**config.mk**
```make
export PLATFORM = sky130hd
export DESIGN_NAME = ucodeSequencer
export DESIGN_NICKNAME = d
export VERILOG_FILES = /design/src/rtl/isaPkg.sv /design/src/rtl/ucodePkg.sv /design/src/rtl/ucodeSequencer.sv
export SDC_FILE = /design/constraint.sdc
export NUM_CORES = 1
export LEC_CHECK = 0
export BUFFER_PORTS_ARGS = -buffer_cell sky130_fd_sc_hd__buf_4
export CORE_UTILIZATION = 41
export DETAILED_ROUTE_END_ITERATION = 8
export PLACE_DENSITY = 0.87
export SLEW_MARGIN = 20
export SYNTH_ARGS = -nofsm -noshare
export SYNTH_HDL_FRONTEND = slang
export SYNTH_SLANG_ARGS = --single-unit
export TNS_END_PERCENT = 50
```
**constraint.sdc**
```tcl
create_clock -name clock -period 2.1 [get_ports clock]
set_input_delay 0.42 -clock clock [delete_from_list [all_inputs] [get_ports clock]]
set_output_delay 0.42 -clock clock [all_outputs]
set_load 0.02 [all_outputs]
```
**src/rtl/isaPkg.sv**
```systemverilog
`default_nettype none

package isaPkg;

	////////////////////
	// Main page opcodes, real LR35902 encodings
	typedef enum logic [7:0] {
		ocNop = 8'h00,
		ocLdBN = 8'h06, ocLdCN = 8'h0E, ocLdDN = 8'h16, ocLdEN = 8'h1E,
		ocLdHN = 8'h26, ocLdLN = 8'h2E, ocLdAN = 8'h3E,
		ocIncB = 8'h04, ocIncC = 8'h0C, ocIncD = 8'h14, ocIncE = 8'h1C,
		ocIncH = 8'h24, ocIncL = 8'h2C, ocIncA = 8'h3C,
		ocDecB = 8'h05, ocDecC = 8'h0D, ocDecD = 8'h15, ocDecE = 8'h1D,
		ocDecH = 8'h25, ocDecL = 8'h2D, ocDecA = 8'h3D,
		ocLdHlB = 8'h70, ocLdHlC = 8'h71, ocLdHlD = 8'h72, ocLdHlE = 8'h73,
		ocLdHlH = 8'h74, ocLdHlL = 8'h75, ocLdHlA = 8'h77,
		ocAddB = 8'h80, ocAddC = 8'h81, ocAddD = 8'h82, ocAddE = 8'h83,
		ocAddH = 8'h84, ocAddL = 8'h85, ocAddA = 8'h87,
		ocSubB = 8'h90, ocSubC = 8'h91, ocSubD = 8'h92, ocSubE = 8'h93,
		ocSubH = 8'h94, ocSubL = 8'h95, ocSubA = 8'h97,
		ocJr = 8'h18,
		ocJrNz = 8'h20,
		ocCb = 8'hCB
	} opcode_t;

	// CB page
	typedef enum logic [7:0] {
		cbRrB = 8'h18, cbRrC = 8'h19, cbRrD = 8'h1A, cbRrE = 8'h1B,
		cbRrH = 8'h1C, cbRrL = 8'h1D, cbRrA = 8'h1F,
		cbSrlB = 8'h38
	} cbOpcode_t;

	// Opcode register field order; slot 6 is (HL) in the ISA, decoded register in microcode
	typedef enum logic [2:0] {
		regB = 3'd0, regC = 3'd1, regD = 3'd2, regE = 3'd3,
		regH = 3'd4, regL = 3'd5, regFromDec = 3'd6, regA = 3'd7
	} reg8_t;

	typedef struct packed {
		logic zero;
		logic carry;
	} flags_t;

endpackage

`default_nettype wire

```
**src/rtl/ucodePkg.sv**
```systemverilog
`default_nettype none

package ucodePkg;

	typedef logic [6:0] flowIdx_t;

	// Sequencer action per micro-op
	typedef enum logic [2:0] {
		uNext,
		uInc,
		uEof,
		uIncEof,
		uIncEofZ
	} uopNext_t;

	// Datapath operations
	typedef enum logic [3:0] {
		opNop, opSetMemAddr, opMemWrite, opRegFromMem,
		opInc8, opDec8, opAdd8, opSub8,
		opRr8, opSrl8, opJumpRel
	} uopOp_t;

	typedef enum logic [3:0] {
		selPc,
		selHl,
		selX8,
		selReg
	} uopSel_t;

	typedef struct packed {
		uopNext_t next;
		uopOp_t op;
		uopSel_t sel;
		isaPkg::reg8_t regIdx;
	} uop_t;

	typedef struct packed {
		logic [15:0] addr;
		logic [7:0] wdata;
		logic we;
	} memReq_t;

	////////////////////
	// Flow start rows
	localparam flowIdx_t flowFetch = 7'd0;
	localparam flowIdx_t flowNop = 7'd1;
	localparam flowIdx_t flowLdRn = 7'd2;
	localparam flowIdx_t flowInc = 7'd5;
	localparam flowIdx_t flowDec = 7'd7;
	localparam flowIdx_t flowAdd = 7'd9;
	localparam flowIdx_t flowSub = 7'd11;
	localparam flowIdx_t flowLdHlR = 7'd13;
	localparam flowIdx_t flowJr = 7'd16;
	localparam flowIdx_t flowJrNz = 7'd20;
	localparam flowIdx_t flowRr = 7'd24;
	localparam flowIdx_t flowSrl = 7'd26;
	// Last populated row
	localparam flowIdx_t flowLast = 7'd27;

endpackage

`default_nettype wire

```
**src/rtl/ucodeSequencer.sv**
```systemverilog
`timescale 1ns/1ps
`default_nettype none

module ucodeSequencer (
	input  logic clock,
	input  logic rst,
	input  logic [7:0] memRdata,
	input  ucodePkg::flowIdx_t mainStart,
	input  ucodePkg::flowIdx_t cbStart,
	input  isaPkg::reg8_t mainReg,
	input  isaPkg::reg8_t cbReg,
	input  isaPkg::flags_t flags,
	input  ucodePkg::uop_t uop,
	output ucodePkg::flowIdx_t flowIdx,
	output isaPkg::reg8_t curReg,
	output logic [7:0] fetchOpcode,
	output logic incPc
);
	import isaPkg::*;
	import ucodePkg::*;

	typedef enum logic [1:0] {
		seqFetch,
		seqWait,
		seqRun,
		seqCbWait
	} seqState_t;

	seqState_t state;
	logic cbPage;
	logic isCbPrefix;
	logic endFlow;
	logic startFlow;

	// Opcode byte arrives one cycle after the fetch address
	assign fetchOpcode = memRdata;
	assign isCbPrefix = (memRdata == ocCb);

	assign endFlow = (uop.next inside {uEof, uIncEof}) || (uop.next == uIncEofZ && flags.zero);
	assign startFlow = (state == seqWait && !isCbPrefix) || (state == seqCbWait);

	// CB prefix moves PC onto the second opcode byte
	assign incPc = (state == seqRun && (uop.next inside {uInc, uIncEof, uIncEofZ}))
		|| (state == seqWait && isCbPrefix);

	always_ff @(posedge clock)
	begin
		if (rst)
		begin
			state <= seqFetch;
			flowIdx <= flowFetch;
			cbPage <= 1'b0;
		end
		else
		begin
			case (state)
				seqFetch: state <= cbPage ? seqCbWait : seqWait;
				seqWait:
					if (isCbPrefix)
					begin
						cbPage <= 1'b1;
						state <= seqFetch;
					end
					else
					begin
						flowIdx <= mainStart;
						state <= seqRun;
					end
				seqCbWait:
				begin
					cbPage <= 1'b0;
					flowIdx <= cbStart;
					state <= seqRun;
				end
				default:
					if (endFlow)
					begin
						flowIdx <= flowFetch;
						state <= seqFetch;
					end
					else
						flowIdx <= flowIdx + 7'd1;
			endcase
		end
	end

	// Register field follows whichever page was decoded
	always_ff @(posedge clock)
	begin
		if (state == seqWait)
			curReg <= mainReg;
		else if (state == seqCbWait)
			curReg <= cbReg;
	end

	// Every decoded flow terminates within eight micro-ops
	flowEnds: assert property (@(posedge clock) disable iff (rst)
		startFlow |=> ##[0:7] (state == seqRun && endFlow))
		else $error("microcode flow ran past eight micro-ops");

endmodule

`default_nettype wire

```
==> results of run 1 <==
-- worst max-delay path: cells and delay by family, from the launching register on --
family | cells | cell delay (ns)
buffers and inverters | 3 | 0.47
adders and majority gates | 1 | 0.20
DFF | 1 | 0.34
and+or+nand+nor | 2 | 0.22
-- worst min-delay path by stage --
stage / depth (start not counted) / from / slack [ns] / to
2_1_floorplan: 2 / state[1] / 0.46 / state[1]
3_3_place_gp: 2 / state[1] / 0.48 / state[1]
3_5_place_dp: 2 / state[1] / 0.50 / state[1]
4_1_cts: 2 / rst / 0.41 / state[1]
5_1_grt: 2 / rst / 0.43 / flowIdx[1]
6_report: 2 / rst / 0.42 / flowIdx[1]
-- final cells by class --
type | count | area (um2) | share of cell area [%]
Tap cell | 28 | 35.03 | 2.652
Inverter | 4 | 15.01 | 1.136
Clock buffer | 4 | 26.28 | 1.989
Sequential cell | 13 | 290.3 | 21.97
Multi-Input combinational cell | 70 | 549.3 | 41.57
Timing Repair Buffer | 54 | 405.4 | 30.68
-- placed cells by master (no fill, tap or decap) --
| cell | n |
|---|---|
| a211o_1 | 1 |
| a211oi_1 | 2 |
| a21bo_1 | 1 |
| a21boi_0 | 1 |
| a21oi_1 | 7 |
| a222oi_1 | 7 |
| a31o_1 | 1 |
| a31oi_1 | 1 |
| and2b_1 | 1 |
| and4b_1 | 1 |
| and4bb_1 | 1 |
| and4bb_4 | 1 |
| buf_4 | 54 |
| clkbuf_1 | 1 |
| clkbuf_4 | 3 |
| dfxtp_1 | 10 |
| edfxtp_1 | 3 |
| ha_1 | 6 |
| inv_1 | 4 |
| mux2_2 | 3 |
| mux2i_1 | 1 |
| nand2_1 | 4 |
| nand2b_1 | 5 |
| nand3_1 | 3 |
| nor2_1 | 7 |
| nor2b_1 | 1 |
| nor3_1 | 2 |
| nor3_4 | 1 |
| nor3b_1 | 1 |
| nor4b_2 | 1 |
| o21ai_0 | 1 |
| o21ba_1 | 1 |
| o32ai_1 | 5 |
| or2_2 | 2 |
| or2_4 | 1 |
-- report_power, final --
part,total (mW),switching [mW],leakage (nW),internal (mW)
Sequential,0.426,0.0717,0.110,0.355
Clock,0.151,0.0778,0.0150,0.0733
Combinational,0.853,0.465,0.470,0.388
-- routing by layer --
| metal | GRT usage (%) | part of all wire, % | up-vias |
|---|---|---|---|
| li1 | - | - | 464 |
| met3 | 2.778 | 6.5 | 4 |
| met1 | 19.66 | 38 | 464 |
| met4 | 7.619 | 1.2 | 0 |
| met5 | 0 | 0 | - |
| met2 | 34.22 | 54 | 49 |
-- state kept, by name, summed over array words and instances (netlist names) --
| name | count |
|---|---|
| curReg | 3 |
| cbPage | 1 |
| flowIdx | 7 |
| state | 2 |
-- cell families after synthesis --
| logic type | share of synthesized area [%] |
|---|---|
| DFF | 30.73 |
| buffers and inverters | 11.12 |
| and+or+nand+nor | 22.25 |
| AOI/OAI and AO/OA | 23.31 |
| muxes | 4.636 |
| adders and majority gates | 7.947 |
==> summary.txt, run 1 <==
Floorplan
  – DIE HEIGHT: approximately 50 um
  – DIE WIDTH: 50 um
  – IO Count: 65
  – Initial Utilization: between 40% and 50%
  – Cell row count: 17
  – Core Region: roughly 2200 um2
  – Die area: 2500 um2

Routing
  – Drt initial violations: 49
  – Remaining antenna violation count after routing: 0
  – Residual DRC: 0
  – Via count: a little under 1000
  – Vias per cell: 5.671
  – WL final: 2316 um
  – First drt pass iteration count: 6
  – Routed wire per std cell: 13.39 um

Synth
  – Synth Flop Type: dfxtp_1
  – Register area share after synthesis: between 30% and 40%
  – Mapped Area: 944.7 um2
  – Cell type with the largest total area after synthesis: dfxtp_1
  – Top-area cell type share of the netlist area: 21.19%
  – Most frequent cell after synthesis: dfxtp_1
  – Post-synth EDFFs: 3
  – Syn_nets: about 150
  – Top cells by count, synth: 10 x dfxtp_1, 8 x buf_4, 7 x a21oi_1, 7 x a222oi_1, 7 x nor2_1
  – Yosys cell types: 36
  – Mean Syn Cell Area: 9.447 um2
  – Synthesis Warnings: 0
  – Post-Synthesis Cells: 100
  – Synth top area cells: dfxtp_1 21%, edfxtp_1 9.5%, ha_1 7.9%
  – Asr flop ratio synth: 0%
  – Synth Register Bits: 13

CTS
  – Clk_lat worst skew: approximately 0.27 ns
  – Setup Buffers After CTS: 0
  – Post_cts resized: 0
  – Clock root cell: clkbuf_4
  – H-Tree Depth: 1
  – CTS clk-pin slew, worst paths: 0.08 ns
  – Clock sinks: 13
  – TritonCTS clock tree: yes
  – CTS buffer count: 3
  – Clock buffer depth: 2
  – Hold Buf Count CTS: 0

Timing
  – FMAX: 0.5192 GHz
  – Hold slack: around 0.42 ns
  – Final setup violating endpoints: 0
  – Clock Skew: 0.006212 ns
  – Setup ws final: 0.1738 ns
  – Final Critical Period: 1.926 ns
  – Unrepaired setup endpoints after global routing: no
  – Final setup TNS: 0 ns
  – Fin crit share: 91.72%
  – Hold Vio Cnt, Final: 0
  – Pins Over Slew Limit: 0
  – Slew headroom: 67.93%
  – Slew at the pin with the worst max-slew slack: ~0.48 ns

Global routing
  – Total grt overflow: 0
  – First-pass GRT wire length: 3491 um
  – Initial antenna violation count: 0
  – Largest net degree at the start of global routing: 16
  – Vias in the first global route: 845
  – All-Layer GR Usage: 18.21%

Setup path
  – FF-to-FF setup slack: 0.21 ns
  – WP data arrival: 1.51 ns
  – R2R Path End: flowIdx[5]
  – CP Class: reg -> out
  – CP Capture Type: output port
  – Crit-path cells: inv_1 > ha_1 > buf_4 > nand3_1 > nand2_1 > buf_4
  – Crit path top cell by count: buf_4
  – Startpoint types: flop
  – Max FO, Critical Path: 15
  – Reg2Reg Launch Point: state[1]
  – Critical Path RT: 1.68 ns
  – Crit. Startpoint: state[1]
  – R2R depth: 6
  – Slowest stage cell, crit path: dfxtp_1
  – Critical Path Sink: incPc
  – Slowest stage delay, CP: 0.34 ns

Layout
  – Final instance area: 1321 um2
  – Fin cells: between 150 and 200
  – N_diodes: 0
  – Area growth syn-to-layout: 39.87%
  – Final nets: 198
  – Ratio of cells with drive above 1 in the final layout: 45.52%
  – Fillers: between 150 and 200
  – Finished Core Util: 60.31%

Placement
  – Placed cells: roughly 170
  – Gp weighted congestion: between 0.7 and 0.8
  – Place WS: 0.1952 ns
  – I/O Buffers: 52
  – Area post-placement: 1295 um2
  – Detailed placer's ending HPWL: 1851 um

Min path
  – Min-Delay Path Class: in -> reg

Power
  – Leak pwr: around 0.60 nW
  – Tot Pwr: about 1.4 mW
  – P per Cell Area: 1083 nW/um2
  – Maximum VDD drop: 0.5433 mV

Status
  – Outcome: complete, no violations

Job
  – Max-Cap Viols: 0
Note: power is estimated with default switching activity, not from simulation.
==> inputs of run 2 (changes only) <==
--- a/config.mk
+++ b/config.mk
@@ -6,9 +6,9 @@
 export NUM_CORES = 1
 export LEC_CHECK = 0
 export BUFFER_PORTS_ARGS = -buffer_cell sky130_fd_sc_hd__buf_4
-export CORE_UTILIZATION = 41
+export CORE_UTILIZATION = 37
 export DETAILED_ROUTE_END_ITERATION = 8
-export PLACE_DENSITY = 0.87
+export PLACE_DENSITY = 0.83
 export SLEW_MARGIN = 20
 export SYNTH_ARGS = -nofsm -noshare
 export SYNTH_HDL_FRONTEND = slang
==> constraint.sdc (replaced) <==
create_clock -name clock -period 1.63 [get_ports clock]
set_input_delay 0.326 -clock clock [delete_from_list [all_inputs] [get_ports clock]]
set_output_delay 0.326 -clock clock [all_outputs]
set_load 0.02 [all_outputs]
==> summary.txt, run 2 (synthesis results as in run 1) <==
Status
  – Outcome: complete, no violations (unchanged)

Global routing
  – First-pass GRT wire length: 4429 um (was 3491 um)
  – All-Layer GR Usage: 22.10% (was 18.21%)
  – Largest net degree at the start of global routing: 16 (unchanged)
  – Vias in the first global route: 1041 (was 845)
  – Total grt overflow: 0 (unchanged)
  – Initial antenna violation count: 0 (unchanged)

Timing
  – Hold Vio Cnt, Final: 0 (unchanged)
  – Final setup TNS: 0 ns (unchanged)
  – Clock Skew: 0.004388 ns (was 0.006212 ns)
  – Pins Over Slew Limit: 0 (unchanged)
  – Slew headroom: 74.00% (was 67.93%)
  – Hold slack: 0.3339 ns (was 0.4232 ns)
  – Slew at the pin with the worst max-slew slack: 0.3900 ns (was 0.4796 ns)
  – Final Critical Period: 1.601 ns
  – Fin crit share: 98.22%
  – Final setup violating endpoints: 0 (unchanged)
  – Unrepaired setup endpoints after global routing: yes (was no)
  – FMAX: around 0.62 GHz
  – Setup ws final: 0.02898 ns (was 0.1738 ns)

Power
  – Leak pwr: 0.6417 nW (was 0.5951 nW)
  – Tot Pwr: 2.226 mW (was 1.431 mW)
  – Maximum VDD drop: 0.7981 mV (was 0.5433 mV)
  – P per Cell Area: 1519 nW/um2 (was 1083 nW/um2)

Layout
  – Fin cells: 179 (was 173)
  – Finished Core Util: 63.19% (was 60.31%)
  – Top reg by flops: flowIdx (unchanged)
  – Sequential Area: 295.3 um2 (was 290.3 um2)
  – Most common cell after layout, fill and taps aside: buf_4 (unchanged)
  – Area growth syn-to-layout: 55.10% (was 39.87%)
  – Flip-flop count of the largest register after layout: 7 (unchanged)
  – Largest registers: flowIdx x7, curReg x3, state x2 (unchanged)
  – Fillers: 198 (was 176)
  – Final instance area: 1465 um2 (was 1321 um2)
  – Most frequent cells in the layout: 55 x buf_4, 8 x dfxtp_1, 7 x a222oi_1, 7 x nor2_1, 7 x a21oi_1 (was 54 x buf_4, 10 x dfxtp_1, 7 x a222oi_1, 7 x nor2_1, 7 x a21oi_1)
  – Multi-input gate area: 608.1 um2 (was 549.3 um2)
  – Ratio of cells with drive above 1 in the final layout: 53.64% (was 45.52%)
  – Final nets: 204 (was 198)
  – N_diodes: 0 (unchanged)

Floorplan
  – Cell row count: 17 (unchanged)
  – Initial Utilization: 40.74% (was 43.12%)
  – Core Region: 2318 um2 (was 2191 um2)
  – DIE WIDTH: 52.53 um (was 50 um)
  – IO Count: 65 (unchanged)
  – Die area: 2759 um2 (was 2500 um2)
  – DIE HEIGHT: 52.53 um (was 50 um)

Setup path
  – Startpoint types: flop (unchanged)
  – Critical Path RT: 1.30 ns (was 1.68 ns)
  – R2R Path End: flowIdx[2] (was flowIdx[5])
  – Slowest stage cell, crit path: dfxtp_2 (was dfxtp_1)
  – CP Capture Type: output port (unchanged)
  – R2R depth: 7 (was 6)
  – Slowest stage delay, CP: 0.36 ns (was 0.34 ns)
  – FF-to-FF setup slack: 0.04 ns (was 0.21 ns)
  – Crit-path cells: inv_2 > ha_4 > buf_4 > nand3_4 > nand2_2 > buf_6 (was inv_1 > ha_1 > buf_4 > nand3_1 > nand2_1 > buf_4)
  – WP data arrival: 1.28 ns (was 1.51 ns)
  – Reg2Reg Launch Point: state[1] (unchanged)
  – Max FO, Critical Path: 6 (was 15)
  – Crit. Startpoint: state[1] (unchanged)
  – CP Class: reg -> out (unchanged)

CTS
  – Clk_lat worst skew: 0.27 ns (about the same)
  – Clock sinks: 13 (unchanged)
  – Clock buffer depth: 2 (unchanged)
  – Hold Buf Count CTS: 0 (unchanged)
  – CTS clk-pin slew, worst paths: 0.09 ns (was 0.08 ns)
  – CTS buffer count: 3 (unchanged)
  – TritonCTS clock tree: yes (unchanged)
  – H-Tree Depth: 1 (unchanged)
  – Clock root cell: clkbuf_4 (unchanged)

Placement
  – Placed cells: 171 (was 169)
  – Gp weighted congestion: 0.8378 (was 0.7862)
  – Area post-placement: 1323 um2 (was 1295 um2)
  – Place WS: -0.09037 ns (was 0.1952 ns)
  – Detailed placer's ending HPWL: 2091 um (was 1851 um)
  – I/O Buffers: 52 (unchanged)

Min path
  – Min-Delay Path Class: in -> reg (unchanged)
  – Worst hold path depth: 2 (unchanged)
  – Hold EP: state[1] (was flowIdx[1])
  – HP Start: rst (unchanged)

Routing
  – Vias per cell: 5.670 (was 5.671)
  – First drt pass iteration count: 4 (was 6)
  – Via count: 1015 (was 981)
  – Routed wire per std cell: 16.01 um (was 13.39 um)
  – WL final: 2866 um (was 2316 um)
  – Drt initial violations: 49 (unchanged)
  – Remaining antenna violation count after routing: 0 (unchanged)
  – Residual DRC: 0 (unchanged)

Job
  – Max-Cap Viols: 0 (unchanged)
[run 2: how the worst max path moves through the flow]
stage | end | slack [ns] | cells after the start
2_1_floorplan | flowIdx[4] | 0.03 | 7
3_5_place_dp | flowIdx[5] | -0.09 | 7
4_1_cts | flowIdx[0] | -0.03 | 7
5_1_grt | flowIdx[0] | -0.07 | 8
3_3_place_gp | flowIdx[6] | 0.005 | 7
6_report | incPc | 0.03 | 6
[run 2: report_power, final]
part	internal (mW)	leakage (nW)	switching, mW
Sequential	0.468	0.111	0.112
Combinational	0.718	0.516	0.724
Clock	0.0947	0.0150	0.109
Total	1.28	0.642	0.945
[run 2: routing by layer]
metal	vias up	GRT usage, %	share of wire [%]
met5	-	0	0
met4	0	7.895	1.5
met3	6	2.899	6.5
met2	59	41.56	55
met1	471	24.87	36
li1	479	-	-
[run 2: final cells by class]
cell class | instances | share of cell area [%]
multi-input cells | 70 | 41.50
repair buffers | 60 | 33.13
flip-flops and latches | 13 | 20.15
well taps | 28 | 2.391
clock buffers | 4 | 1.793
inverters | 4 | 1.025
[run 2: timing repair]
action                     in CTS  in global routing
gates resized for setup        12                  9
setup endpoints to repair       9                  9
gates cloned                    1                  0
buffers inserted                3                  2
pin swaps                       0                  3
[run 2: critical path: cells and delay by family, from the launching register on]
family | cells | cell delay [ns]
simple gates | 2 | 0.13
flops | 1 | 0.36
fa+ha+maj | 1 | 0.16
buf+inv | 3 | 0.35
